===== src/source/sv39_pkg.sv =====
package sv39_pkg;

    // --------------------------------------------------
    // architectural widths
    // --------------------------------------------------
    // sv39 virtual address, upper bits sign-extend bit 38
    localparam int unsigned VLEN = 39;
    // physical address as driven towards memory
    localparam int unsigned PLEN = 56;
    // register width, used for tval
    localparam int unsigned XLEN = 64;
    // ppn[2:0] concatenated, 26 + 9 + 9 bits
    localparam int unsigned PPNW = 44;
    // 4 KiB page offset
    localparam int unsigned PG_OFFSET_W = 12;
    // vpn[2:0], three levels of 9 bits
    localparam int unsigned VPNW = VLEN - PG_OFFSET_W;

    typedef logic [VLEN-1:0] vaddr_t;
    typedef logic [PLEN-1:0] paddr_t;
    typedef logic [XLEN-1:0] xlen_t;
    typedef logic [PPNW-1:0] ppn_t;
    typedef logic [VPNW-1:0] vpn_t;

    // --------------------------------------------------
    // page table entry
    // --------------------------------------------------
    // layout as in memory, msb first
    typedef struct packed {
        // must be zero for sv39
        logic [9:0] reserved;
        ppn_t       ppn;
        // reserved for software
        logic [1:0] rsw;
        // dirty, page has been written
        logic       d;
        // accessed
        logic       a;
        // global mapping
        logic       g;
        // user accessible
        logic       u;
        logic       x;
        logic       w;
        logic       r;
        logic       v;
    } pte_t;

    // --------------------------------------------------
    // privilege and exceptions
    // --------------------------------------------------
    // encoding 2 is reserved (hypervisor)
    typedef enum logic [1:0] {
        PRIV_U = 2'd0,
        PRIV_S = 2'd1,
        PRIV_M = 2'd3
    } priv_lvl_t;

    // mcause exception code field
    typedef logic [5:0] cause_t;

    localparam cause_t LOAD_PAGE_FAULT  = 6'd13;
    localparam cause_t STORE_PAGE_FAULT = 6'd15;

endpackage


===== src/source/mmu_pkg.sv =====
package mmu_pkg;

    // --------------------------------------------------
    // implementation sizes
    // --------------------------------------------------
    // fully associative, one entry per way
    localparam int unsigned DTLB_ENTRIES = 4;

    // round-robin fill pointer
    typedef logic [$clog2(DTLB_ENTRIES)-1:0] tlb_idx_t;

    // --------------------------------------------------
    // structs between the blocks
    // --------------------------------------------------
    // fill strobe, valid for one cycle only
    typedef struct packed {
        logic              valid;
        logic              is_2m;
        logic              is_1g;
        sv39_pkg::vpn_t    vpn;
        sv39_pkg::pte_t    content;
    } tlb_update_t;

    // combinational lookup result from the tlb
    typedef struct packed {
        logic              hit;
        logic              is_2m;
        logic              is_1g;
        sv39_pkg::pte_t    content;
    } tlb_lookup_t;

    // response exception record
    typedef struct packed {
        sv39_pkg::cause_t  cause;
        sv39_pkg::xlen_t   tval;
        logic              valid;
    } exception_t;

    // load/store request, valid is a strobe
    typedef struct packed {
        logic              valid;
        sv39_pkg::vaddr_t  vaddr;
        logic              is_store;
    } lsu_req_t;

endpackage


===== src/source/dtlb.sv =====
`timescale 1ns/1ps

module dtlb (
    input  logic                 clk_i,
    input  logic                 rst_ni,
    input  logic                 flush_i,
    input  mmu_pkg::tlb_update_t update_i,
    input  logic                 lu_access_i,
    input  sv39_pkg::vaddr_t     lu_vaddr_i,
    output mmu_pkg::tlb_lookup_t lu_o
);

    import sv39_pkg::*;
    import mmu_pkg::*;

    // tag side of every entry
    vpn_t                    tag_vpn_q [DTLB_ENTRIES];
    logic [DTLB_ENTRIES-1:0] tag_2m_q;
    logic [DTLB_ENTRIES-1:0] tag_1g_q;
    // data side, the leaf pte
    pte_t                    content_q [DTLB_ENTRIES];
    logic [DTLB_ENTRIES-1:0] valid_q;
    // next entry to be replaced
    tlb_idx_t                rr_q;

    vpn_t                    lu_vpn;
    logic [DTLB_ENTRIES-1:0] hit_vec;
    logic                    fill;

    assign lu_vpn = lu_vaddr_i[VLEN-1:PG_OFFSET_W];
    // a flush in the same cycle drops the fill
    assign fill = update_i.valid & ~flush_i;

    // --------------------------------------------------
    // lookup
    // --------------------------------------------------
    // all entries compared in parallel
    // vpn[2] always, vpn[1] unless giga, vpn[0] only for 4k
    always_comb begin : compare
        for (int i = 0; i < DTLB_ENTRIES; i++) begin
            hit_vec[i] = valid_q[i]
                & (tag_vpn_q[i][26:18] == lu_vpn[26:18])
                & (tag_1g_q[i] | (tag_vpn_q[i][17:9] == lu_vpn[17:9]))
                & (tag_1g_q[i] | tag_2m_q[i] | (tag_vpn_q[i][8:0] == lu_vpn[8:0]));
        end
    end

    // select the hitting entry
    // at most one entry hits, so the loop order does not matter
    always_comb begin : out_mux
        lu_o = '0;
        for (int i = 0; i < DTLB_ENTRIES; i++) begin
            if (hit_vec[i]) begin
                lu_o.is_2m   = tag_2m_q[i];
                lu_o.is_1g   = tag_1g_q[i];
                lu_o.content = content_q[i];
            end
        end
        // only report a hit for an actual access
        lu_o.hit = lu_access_i & (|hit_vec);
    end

    // --------------------------------------------------
    // fill and flush
    // --------------------------------------------------
    // valid bits and round-robin pointer
    always_ff @(posedge clk_i or negedge rst_ni) begin
        if (!rst_ni) begin
            valid_q <= '0;
            rr_q    <= '0;
        end else if (flush_i) begin
            // whole tlb invalidated, pointer keeps going
            valid_q <= '0;
        end else if (update_i.valid) begin
            valid_q[rr_q] <= 1'b1;
            // wrap at the last entry
            if (rr_q == tlb_idx_t'(DTLB_ENTRIES - 1)) begin
                rr_q <= '0;
            end else begin
                rr_q <= rr_q + 1'b1;
            end
        end
    end

    // tag and content written at the pointer
    // visible to lookups from the next cycle
    always_ff @(posedge clk_i) begin
        if (fill) begin
            tag_vpn_q[rr_q] <= update_i.vpn;
            tag_2m_q[rr_q]  <= update_i.is_2m;
            tag_1g_q[rr_q]  <= update_i.is_1g;
            content_q[rr_q] <= update_i.content;
        end
    end

    // --------------------------------------------------
    // assertions
    // --------------------------------------------------
    // whoever fills the tlb must keep the mapped pages disjoint
    a_hit_onehot : assert property (
        @(posedge clk_i) disable iff (!rst_ni)
        $onehot0(hit_vec)
    ) else $error("dtlb: more than one entry hits");

    // a page is either mega or giga, never both
    a_update_size : assert property (
        @(posedge clk_i) disable iff (!rst_ni)
        update_i.valid |-> !(update_i.is_2m && update_i.is_1g)
    ) else $error("dtlb: update with both is_2m and is_1g");

endmodule


===== src/source/ld_st_translate.sv =====
`timescale 1ns/1ps

module ld_st_translate (
    input  logic                 clk_i,
    input  logic                 rst_ni,
    input  mmu_pkg::lsu_req_t    req_i,
    input  mmu_pkg::tlb_lookup_t lu_i,
    input  logic                 en_translation_i,
    input  sv39_pkg::priv_lvl_t  priv_lvl_i,
    input  logic                 sum_i,
    output logic                 dtlb_hit_o,
    output logic                 dtlb_miss_o,
    output logic                 valid_o,
    output sv39_pkg::ppn_t       dtlb_ppn_o,
    output sv39_pkg::paddr_t     paddr_o,
    output mmu_pkg::exception_t  exception_o
);

    import sv39_pkg::*;
    import mmu_pkg::*;

    // request register
    logic        req_valid_q;
    vaddr_t      vaddr_q;
    logic        is_store_q;
    // mode sampled together with the request
    logic        en_q;
    priv_lvl_t   priv_q;
    logic        sum_q;
    // registered tlb response
    tlb_lookup_t lu_q;

    logic        access_err;
    xlen_t       tval;

    // --------------------------------------------------
    // cycle 0
    // --------------------------------------------------
    // without translation every request counts as a hit
    assign dtlb_hit_o  = en_translation_i ? lu_i.hit : 1'b1;
    assign dtlb_miss_o = req_i.valid & en_translation_i & ~lu_i.hit;

    // early ppn, same superpage substitution as the paddr
    always_comb begin : ppn_early
        dtlb_ppn_o = ppn_t'(req_i.vaddr[VLEN-1:PG_OFFSET_W]);
        if (en_translation_i) begin
            dtlb_ppn_o = lu_i.content.ppn;
            // ppn[0] from the vaddr
            if (lu_i.is_2m) begin
                dtlb_ppn_o[8:0] = req_i.vaddr[20:12];
            end
            // ppn[1:0] from the vaddr
            if (lu_i.is_1g) begin
                dtlb_ppn_o[17:0] = req_i.vaddr[29:12];
            end
        end
    end

    always_ff @(posedge clk_i or negedge rst_ni) begin
        if (!rst_ni) begin
            req_valid_q <= 1'b0;
        end else begin
            req_valid_q <= req_i.valid;
        end
    end

    always_ff @(posedge clk_i) begin
        vaddr_q    <= req_i.vaddr;
        is_store_q <= req_i.is_store;
        en_q       <= en_translation_i;
        priv_q     <= priv_lvl_i;
        sum_q      <= sum_i;
        lu_q       <= lu_i;
    end

    // --------------------------------------------------
    // cycle 1
    // --------------------------------------------------
    // a miss is never answered, the requester retries after the fill
    assign valid_o = req_valid_q & (~en_q | lu_q.hit);

    // 4k page first, then the superpage bits from the vaddr
    always_comb begin : paddr_build
        paddr_o = paddr_t'(vaddr_q);
        if (en_q) begin
            paddr_o = {lu_q.content.ppn, vaddr_q[PG_OFFSET_W-1:0]};
            if (lu_q.is_2m) begin
                paddr_o[20:12] = vaddr_q[20:12];
            end
            if (lu_q.is_1g) begin
                paddr_o[29:12] = vaddr_q[29:12];
            end
        end
    end

    // user page from s-mode needs sum, u-mode needs a user page
    // m-mode is never denied
    assign access_err = ((priv_q == PRIV_S) & ~sum_q & lu_q.content.u)
                      | ((priv_q == PRIV_U) & ~lu_q.content.u);

    // bad address is the sign-extended vaddr
    assign tval = {{(XLEN - VLEN){vaddr_q[VLEN-1]}}, vaddr_q};

    always_comb begin : exc_select
        exception_o = '0;
        if (valid_o && en_q) begin
            if (is_store_q) begin
                // stores also need a writable and dirty page
                if (access_err || !lu_q.content.w || !lu_q.content.d) begin
                    exception_o.cause = STORE_PAGE_FAULT;
                    exception_o.tval  = tval;
                    exception_o.valid = 1'b1;
                end
            end else if (access_err) begin
                exception_o.cause = LOAD_PAGE_FAULT;
                exception_o.tval  = tval;
                exception_o.valid = 1'b1;
            end
        end
    end

endmodule


===== src/source/mmu_data.sv =====
`timescale 1ns/1ps

module mmu_data (
    input  logic                 clk_i,
    input  logic                 rst_ni,
    // translation control
    input  logic                 en_ld_st_translation_i,
    input  sv39_pkg::priv_lvl_t  ld_st_priv_lvl_i,
    input  logic                 sum_i,
    // tlb maintenance
    input  logic                 flush_tlb_i,
    input  mmu_pkg::tlb_update_t tlb_update_i,
    // load/store request
    input  mmu_pkg::lsu_req_t    lsu_req_i,
    // cycle 0
    output logic                 dtlb_hit_o,
    output sv39_pkg::ppn_t       dtlb_ppn_o,
    output logic                 dtlb_miss_o,
    // cycle 1
    output logic                 lsu_valid_o,
    output sv39_pkg::paddr_t     lsu_paddr_o,
    output mmu_pkg::exception_t  lsu_exception_o
);

    import mmu_pkg::*;

    // tlb result towards the translation stage
    tlb_lookup_t dtlb_lu;

    // --------------------------------------------------
    // data tlb
    // --------------------------------------------------
    dtlb i_dtlb (
        .clk_i       ( clk_i           ),
        .rst_ni      ( rst_ni          ),
        .flush_i     ( flush_tlb_i     ),
        .update_i    ( tlb_update_i    ),
        .lu_access_i ( lsu_req_i.valid ),
        .lu_vaddr_i  ( lsu_req_i.vaddr ),
        .lu_o        ( dtlb_lu         )
    );

    // --------------------------------------------------
    // translation stage
    // --------------------------------------------------
    ld_st_translate i_ld_st_translate (
        .clk_i            ( clk_i                  ),
        .rst_ni           ( rst_ni                 ),
        .req_i            ( lsu_req_i              ),
        .lu_i             ( dtlb_lu                ),
        .en_translation_i ( en_ld_st_translation_i ),
        .priv_lvl_i       ( ld_st_priv_lvl_i       ),
        .sum_i            ( sum_i                  ),
        .dtlb_hit_o       ( dtlb_hit_o             ),
        .dtlb_miss_o      ( dtlb_miss_o            ),
        .valid_o          ( lsu_valid_o            ),
        .dtlb_ppn_o       ( dtlb_ppn_o             ),
        .paddr_o          ( lsu_paddr_o            ),
        .exception_o      ( lsu_exception_o        )
    );

endmodule


===== config.mk =====
export PLATFORM = sky130hd
export DESIGN_NAME = mmu_data
export DESIGN_NICKNAME = d
export VERILOG_FILES = /design/src/source/sv39_pkg.sv /design/src/source/mmu_pkg.sv /design/src/source/dtlb.sv /design/src/source/ld_st_translate.sv /design/src/source/mmu_data.sv
export SDC_FILE = /design/constraint.sdc
export NUM_CORES = 1
export LEC_CHECK = 0
export BUFFER_PORTS_ARGS = -buffer_cell sky130_fd_sc_hd__clkbuf_2
export CAP_MARGIN = 20
export CORE_ASPECT_RATIO = 0.6
export CORE_MARGIN = 4
export CORE_UTILIZATION = 30
export CTS_BUF_LIST = sky130_fd_sc_hd__clkbuf_8
export DETAILED_ROUTE_END_ITERATION = 10
export GPL_ROUTABILITY_DRIVEN = 0
export PLACE_DENSITY_LB_ADDON = 0.2
export SLEW_MARGIN = 20
export SYNTH_ARGS = -nofsm -noshare
export SYNTH_HDL_FRONTEND = slang
export SYNTH_SLANG_ARGS = --single-unit

===== constraint.sdc =====
create_clock -name clk_i -period 8.35 [get_ports clk_i]
set_input_delay 1.67 -clock clk_i [delete_from_list [all_inputs] [get_ports clk_i]]
set_output_delay 1.67 -clock clk_i [all_outputs]
set_load 0.02 [all_outputs]

==> impl_metrics.toml, run 1 <==
[drt]
postRouteAntennaNets = 0
wire_per_inst_um = 20.3
drcViolationCount = 0
via_per_inst = 4.46
drtIter0Drc = 563
drtPass1Iterations = 5
vias = 9449
wirelength_um = 43000

[layout]
fin_area_mm2 = 0.0192
nNetsFinal = 1509
final_layout_size_suffix_gt1_frac = 0.357
synthToLayoutAreaGrowth_pct = 20.6

[global_routing]
grt_pass1_wl_um = 62600
grt_max_degree = 58
grt_util_all_layers = 0.148
overflow = 0
grt_pass1_vias = 9606
antenna_found_initial = 3

[timing]
max_freq_mhz = 140
rsz0062_at_grt = "false"
drv_slew = 0
finClkSkew_ps = 25.3
tns_ps = 0
tightestPinTransition_ps = 1070
period_share = 0.857
hold_violations = 0
finalSetupViolCount = 0
relSlewSlack = 0.288
min_period_ps = 7160

[synthesis]
synth-seq-area-share = 0.704
syn_inst = 1096
syn_area_per_cell_um2 = 14.5
synth_top_cell_by_area = "edfxtp_1"
ys_seq_elements = 405
ys_async_sr_fraction = 0.0173
synth_warnings = 0
syn-cell-area_mm2 = 0.0159
synth_edf_count = 304
synthDistinctLibCells = 47
yosysTopAreaCellShare = 0.575
synthTopCellsByArea = "edfxtp_1 57%, dfxtp_1 12%, mux2_2 4.4%, xor2_1 4.1%, nand2_1 2.1%"
dominantRegCellSynth = "edfxtp_1"

[die]
pin_count = 316
die-height_um = 186
dieArea_mm2 = 0.0568
coreArea_mm2 = 0.0525
die_w_um = 305
placementRows = 65
start_util = 0.303

[setup_path]
start_kind = "input port"
critPathTopFamily = "simple AND/OR/NAND/NOR gates"
crit_slowest_cell = "or2_2"
worstSetupEndpointType = "output port"
cp_num_buf_inv = 4
worstSetupPathType = "input port to output port"
worstPathCellList = "clkbuf_2 -> xor2_1 -> nor3_1 -> a41o_1 -> a41oi_2 -> buf_4 -> or2_2 -> buf_4 -> a311o_1 -> nand4_2 -> mux2_2 -> clkbuf_2"
cp.arrival_ps = 5490
worstPathRequired_ps = 6680
max_stage_delay_ps = 610
worstPathMaxFanout = 25

[clock_network]
numCtsBuffers = 66
cts_buffer_depth = 3
cts_resized = 0
clk_latency_ps = 590
cts_tree = "done"
hold_buffers = 0
htree_levels = 3
cts_setup_buffers = 0
clock_sinks = 405
clkTransAtPathRegs_ps = 60
cts-root-buf = "clkbuf_8"

[pwr]
p_per_area_mw_per_mm2 = 233
vdd_drop_max_mv = 0.0857
total_power_mw = 4.46
p_leak_nw = 7.28

[run_status]
status = "finished, final reports clean"

[min_path]
min_path_type = "register to register"

[placed_design]
portBuffers = 296
post_dp_cell_area_mm2 = 0.0178
hpwl_um = 27500

[run]
maxCapViolations = 0
worst reg2reg max path, delay by kind of cell, from the launching register on:
kind,cells,cell delay (ps)
simple gates,2,950
compound gates,4,880
buf+inv,2,740
flops,1,380
xor+xnor,1,150
kinds of logic (layout without fill, tap and decap cells):
family / Yosys count / after routing / synth area share
other: 1 / 3 / 0.000236
AO/OA/AOI/OAI: 133 / 133 / 0.0615
AND/OR/NAND/NOR: 260 / 260 / 0.0849
adder cells (fa/ha/maj): 4 / 4 / 0.00315
flip-flops: 405 / 405 / 0.704
XOR/XNOR: 108 / 108 / 0.0595
multiplexers: 62 / 62 / 0.0439
buffers and inverters: 123 / 440 / 0.0427
flip-flops by register name, indices dropped and copies added (netlist names):
register                       flops
i_dtlb.tag_1g_q                    4
i_dtlb.valid_q                     4
i_ld_st_translate.en_q             1
i_dtlb.content_q                 188
i_dtlb.rr_q                        2
i_ld_st_translate.lu_q            50
i_dtlb.tag_2m_q                    4
i_ld_st_translate.req_valid_q      1
i_ld_st_translate.sum_q            1
i_ld_st_translate.priv_q           2
i_ld_st_translate.is_store_q       1
i_dtlb.tag_vpn_q                 108
i_ld_st_translate.vaddr_q         39
final cells by class:
cell class	count	area, um2
clock inverters	39	243
diodes	1	2.50
flip-flops and latches	405	11200
clock buffers	80	1100
multi-input cells	569	4090
inverters	9	33.8
well taps	703	880
repair buffers	312	1610
fillers	5099	33300
per-stage QoR:
stage | util | instances | worst slack, ps | hold WS, ps
6_report | 0.365 | 2118 | 1190 | 444
3_5_place_dp | 0.339 | 1998 | 1170 | 431
3_3_place_gp | 0.339 | 1998 | 1220 | 434
4_1_cts | 0.365 | 2117 | 1150 | 446
2_1_floorplan | - | 1097 | 2850 | 418
5_1_grt | 0.365 | 2117 | 977 | 489
Yosys cell counts, drive strengths merged (2+ instances only):
cell	number
nand4	9
xnor2	34
dfxtp	94
a21o	4
xor2	74
nand2b	2
nor3	28
o21ai	61
ha	4
edfxtp	304
a31oi	20
a21oi	8
nand2	87
and2	39
nand3	23
inv	9
a41oi	3
a221oi	27
clkbuf	45
mux2	62
and3	2
nor2b	43
nor2	12
a311oi	2
dfrtp	7
nor4	12
buf	69
layer usage:
layer / wire (um) / GRT usage
met5: 22 / 0
met1: 20900 / 0.212
met3: 2490 / 0.0373
met2: 18900 / 0.227
met4: 722 / 0.0393
layout by cell type (no fill, tap or decap), types with 3 or more instances in the layout:
master / count
a21oi_1: 8
inv_1: 32
bufinv_16: 3
clkinvlp_4: 3
nand4_1: 8
dfrtp_1: 7
edfxtp_1: 304
o21ai_1: 27
a31oi_1: 19
clkbuf_8: 80
nor2b_1: 42
nor2_1: 11
nor4_1: 9
o21ai_0: 33
a221oi_2: 20
xnor2_1: 34
a21o_1: 4
clkbuf_2: 296
xor2_1: 74
nor3_1: 27
nand2_1: 87
a221oi_1: 7
nor4_2: 3
clkinv_2: 5
buf_4: 15
nand3_1: 23
and2_1: 34
clkinv_1: 5
ha_1: 4
dfxtp_1: 93
mux2_2: 62
and2_4: 5
power by group:
group | internal (mW) | switching (mW) | total, mW
Combinational | 0.104 | 0.241 | 0.345
Sequential | 2.32 | 0.0428 | 2.36
Clock | 0.961 | 0.791 | 1.75
final timing paths:
kind	startpoint	end	slack, ps	cells past startpoint
worst max-delay path	lsu_req_i[17]	dtlb_ppn_o[4]	1190	12
worst min-delay path	i_dtlb.content_q[3][4]$_DFFE_PP_	i_ld_st_translate.lu_q[4]$_DFF_P_	440	2
worst max register to register	i_dtlb.tag_vpn_q[2][4]$_DFFE_PP_	i_ld_st_translate.lu_q[10]$_DFF_P_	5140	9
worst min register to register	i_dtlb.content_q[3][4]$_DFFE_PP_	i_ld_st_translate.lu_q[4]$_DFF_P_	440	2
max in group asynchronous	rst_ni	i_dtlb.valid_q[2]$_DFFE_PN0P_	7260	1
min in group asynchronous	rst_ni	i_ld_st_translate.req_valid_q$_DFF_PN0_	920	1
No activity file was read; power rests on OpenSTA's default activity.
==> inputs of run 2 (changes only) <==
==> constraint.sdc (replaced) <==
create_clock -name clk_i -period 8.35 [get_ports clk_i]
set_input_delay 0.835 -clock clk_i [delete_from_list [all_inputs] [get_ports clk_i]]
set_output_delay 0.835 -clock clk_i [all_outputs]
set_load 0.02 [all_outputs]
==> run 2 against run 1 <==
  * Clock skew hardly changed
  * Maximum frequency is 34% higher
  * Utilization is 0.098 points lower
  * Hold slack worse by 360 ps
  * Sequential power hardly changed
  * Die area stayed put
  * Cell area is 0.27% lower
  * Via count hardly changed
  * First-iteration DRC count is 9.9% lower
  * Clock-buffer cell count is 1 higher
  * Global-route usage is 0.13 points higher
==> impl_metrics.toml, run 2 (synthesis results as in run 1) <==
[clock_network]
clkTransAtPathRegs_ps = 60
hold_buffers = 0
clock_sinks = 405
numCtsBuffers = 66
cts_tree = "done"
cts_setup_buffers = 0
cts-root-buf = "clkbuf_8"
cts_resized = 0
cts_buffer_depth = 3
htree_levels = 3
clk_latency_ps = 590

[drt]
drtPass1Iterations = 5
postRouteAntennaNets = 0
drcViolationCount = 0
wirelength_um = 43500
via_per_inst = 4.46
vias = 9445
drtIter0Drc = 507
wire_per_inst_um = 20.5

[timing]
tns_ps = 0
hold_violations = 0
relSlewSlack = 0.286
finalSetupViolCount = 0
finClkSkew_ps = 25.1
rsz0062_at_grt = "false"
max_freq_mhz = 187
tightestPinTransition_ps = 1070
min_period_ps = 5360
setup_ws_ps = 2990
timing.hold.ws_ps = 80.3
drv_slew = 0
period_share = 0.642

[setup_path]
start_kind = "input port"
timing.rr.start = "i_dtlb.tag_vpn_q[0][26]$_DFFE_PP_"
worstSetupPathType = "input port to output port"
worstSetupEndpointType = "output port"
worstPathRequired_ps = 7520
r2r-end = "i_ld_st_translate.lu_q[12]$_DFF_P_"
max_stage_delay_ps = 610
crit_slowest_cell = "and3_1"
reg2reg_slack_ps = 4960
worstPathCellList = "clkbuf_2 -> xor2_1 -> nor3_1 -> a41o_1 -> a41oi_2 -> buf_4 -> or2_2 -> buf_4 -> nand3_1 -> and3_1 -> mux2_2 -> clkbuf_2"
cp_num_buf_inv = 4
cp.arrival_ps = 4520
critPathTopFamily = "simple AND/OR/NAND/NOR gates"
worstPathMaxFanout = 46
r2r_cells = 8

[layout]
instances_no_fill = 2120
reg.largest.list = "i_dtlb.content_q x188, i_dtlb.tag_vpn_q x108, i_ld_st_translate.lu_q x50"
final_cell_mix = "304 x edfxtp_1, 296 x clkbuf_2, 93 x dfxtp_1, 87 x nand2_1, 81 x clkbuf_8"
fillers = 5100
fin_area_mm2 = 0.0191
final_common_cell = "edfxtp_1"
multi_input_area_mm2 = 0.00409
seqCellArea_mm2 = 0.0112
top_register = "i_dtlb.content_q"
synthToLayoutAreaGrowth_pct = 20.2
final_layout_size_suffix_gt1_frac = 0.355
largest_reg_flops = 188
nNetsFinal = 1509
post-route-util = 0.364

[die]
pin_count = 316
start_util = 0.303
die_w_um = 305
die-height_um = 186
placementRows = 65
coreArea_mm2 = 0.0525
dieArea_mm2 = 0.0568

[global_routing]
grt_pass1_wl_um = 62900
overflow = 0
grt_util_all_layers = 0.150
grt_pass1_vias = 9525
grt_max_degree = 59
antenna_found_initial = 2

[placed_design]
hpwl_um = 27300
post_dp_cell_area_mm2 = 0.0178
portBuffers = 296
dp_slack_ps = 3040
placed_cells = 1998

[run_status]
status = "finished, final reports clean"

[pwr]
total_power_mw = 4.41
p_per_area_mw_per_mm2 = 231
p_leak_nw = 7.27
vdd_drop_max_mv = 0.0791

[min_path]
min_path_type = "input port to async pin"

[run]
maxCapViolations = 0
==> run 2: cell types whose count changed in the layout (fill, tap and decap cells not counted) <==
cell and change:
clkinv_1 +3, buf_12 -1, bufinv_16 -2, clkinv_2 -2, inv_1 +2, buf_4 +1, clkbuf_8 +1, inv_4 +1
clkinvlp_4 -1
==> run 2: how the worst max path moves through the flow <==
| stage | startpoint | endpoint | slack, ps | cells past startpoint |
|---|---|---|---|---|
| finish | lsu_req_i[17] | dtlb_ppn_o[14] | 2990 | 12 |
| global route | lsu_req_i[17] | dtlb_ppn_o[12] | 2800 | 12 |
| CTS | lsu_req_i[17] | dtlb_ppn_o[14] | 3010 | 12 |
| detailed placement | lsu_req_i[17] | dtlb_ppn_o[14] | 3040 | 12 |
| global placement | lsu_req_i[17] | dtlb_ppn_o[14] | 2980 | 12 |
| floorplan | i_ld_st_translate.lu_q[66]$_DFF_P_ | lsu_exception_o[40] | 4350 | 7 |
==> run 2: metal layers <==
layer	part of all wire	routed length, um	GRT usage
met1	0.49	21400	0.215
met2	0.44	19200	0.229
met3	0.049	2140	0.0355
met4	0.017	743	0.0388
met5	0.00051	22	0
==> run 2: where the power goes <==
part	internal, mW	switching (mW)	leakage (nW)
sequential	2.32	0.0428	3.63
combinational	0.104	0.243	2.89
clock	0.908	0.793	0.759
total	3.33	1.08	7.27
==> run 2: final cells by class <==
cell class | instances | area share
Antenna cell | 1 | 0.000131
Clock buffer | 81 | 0.0584
Clock inverter | 40 | 0.00996
Inverter | 9 | 0.00177
Multi-Input combinational cell | 569 | 0.214
Sequential cell | 405 | 0.586
Tap cell | 703 | 0.0460
Timing Repair Buffer | 312 | 0.0838
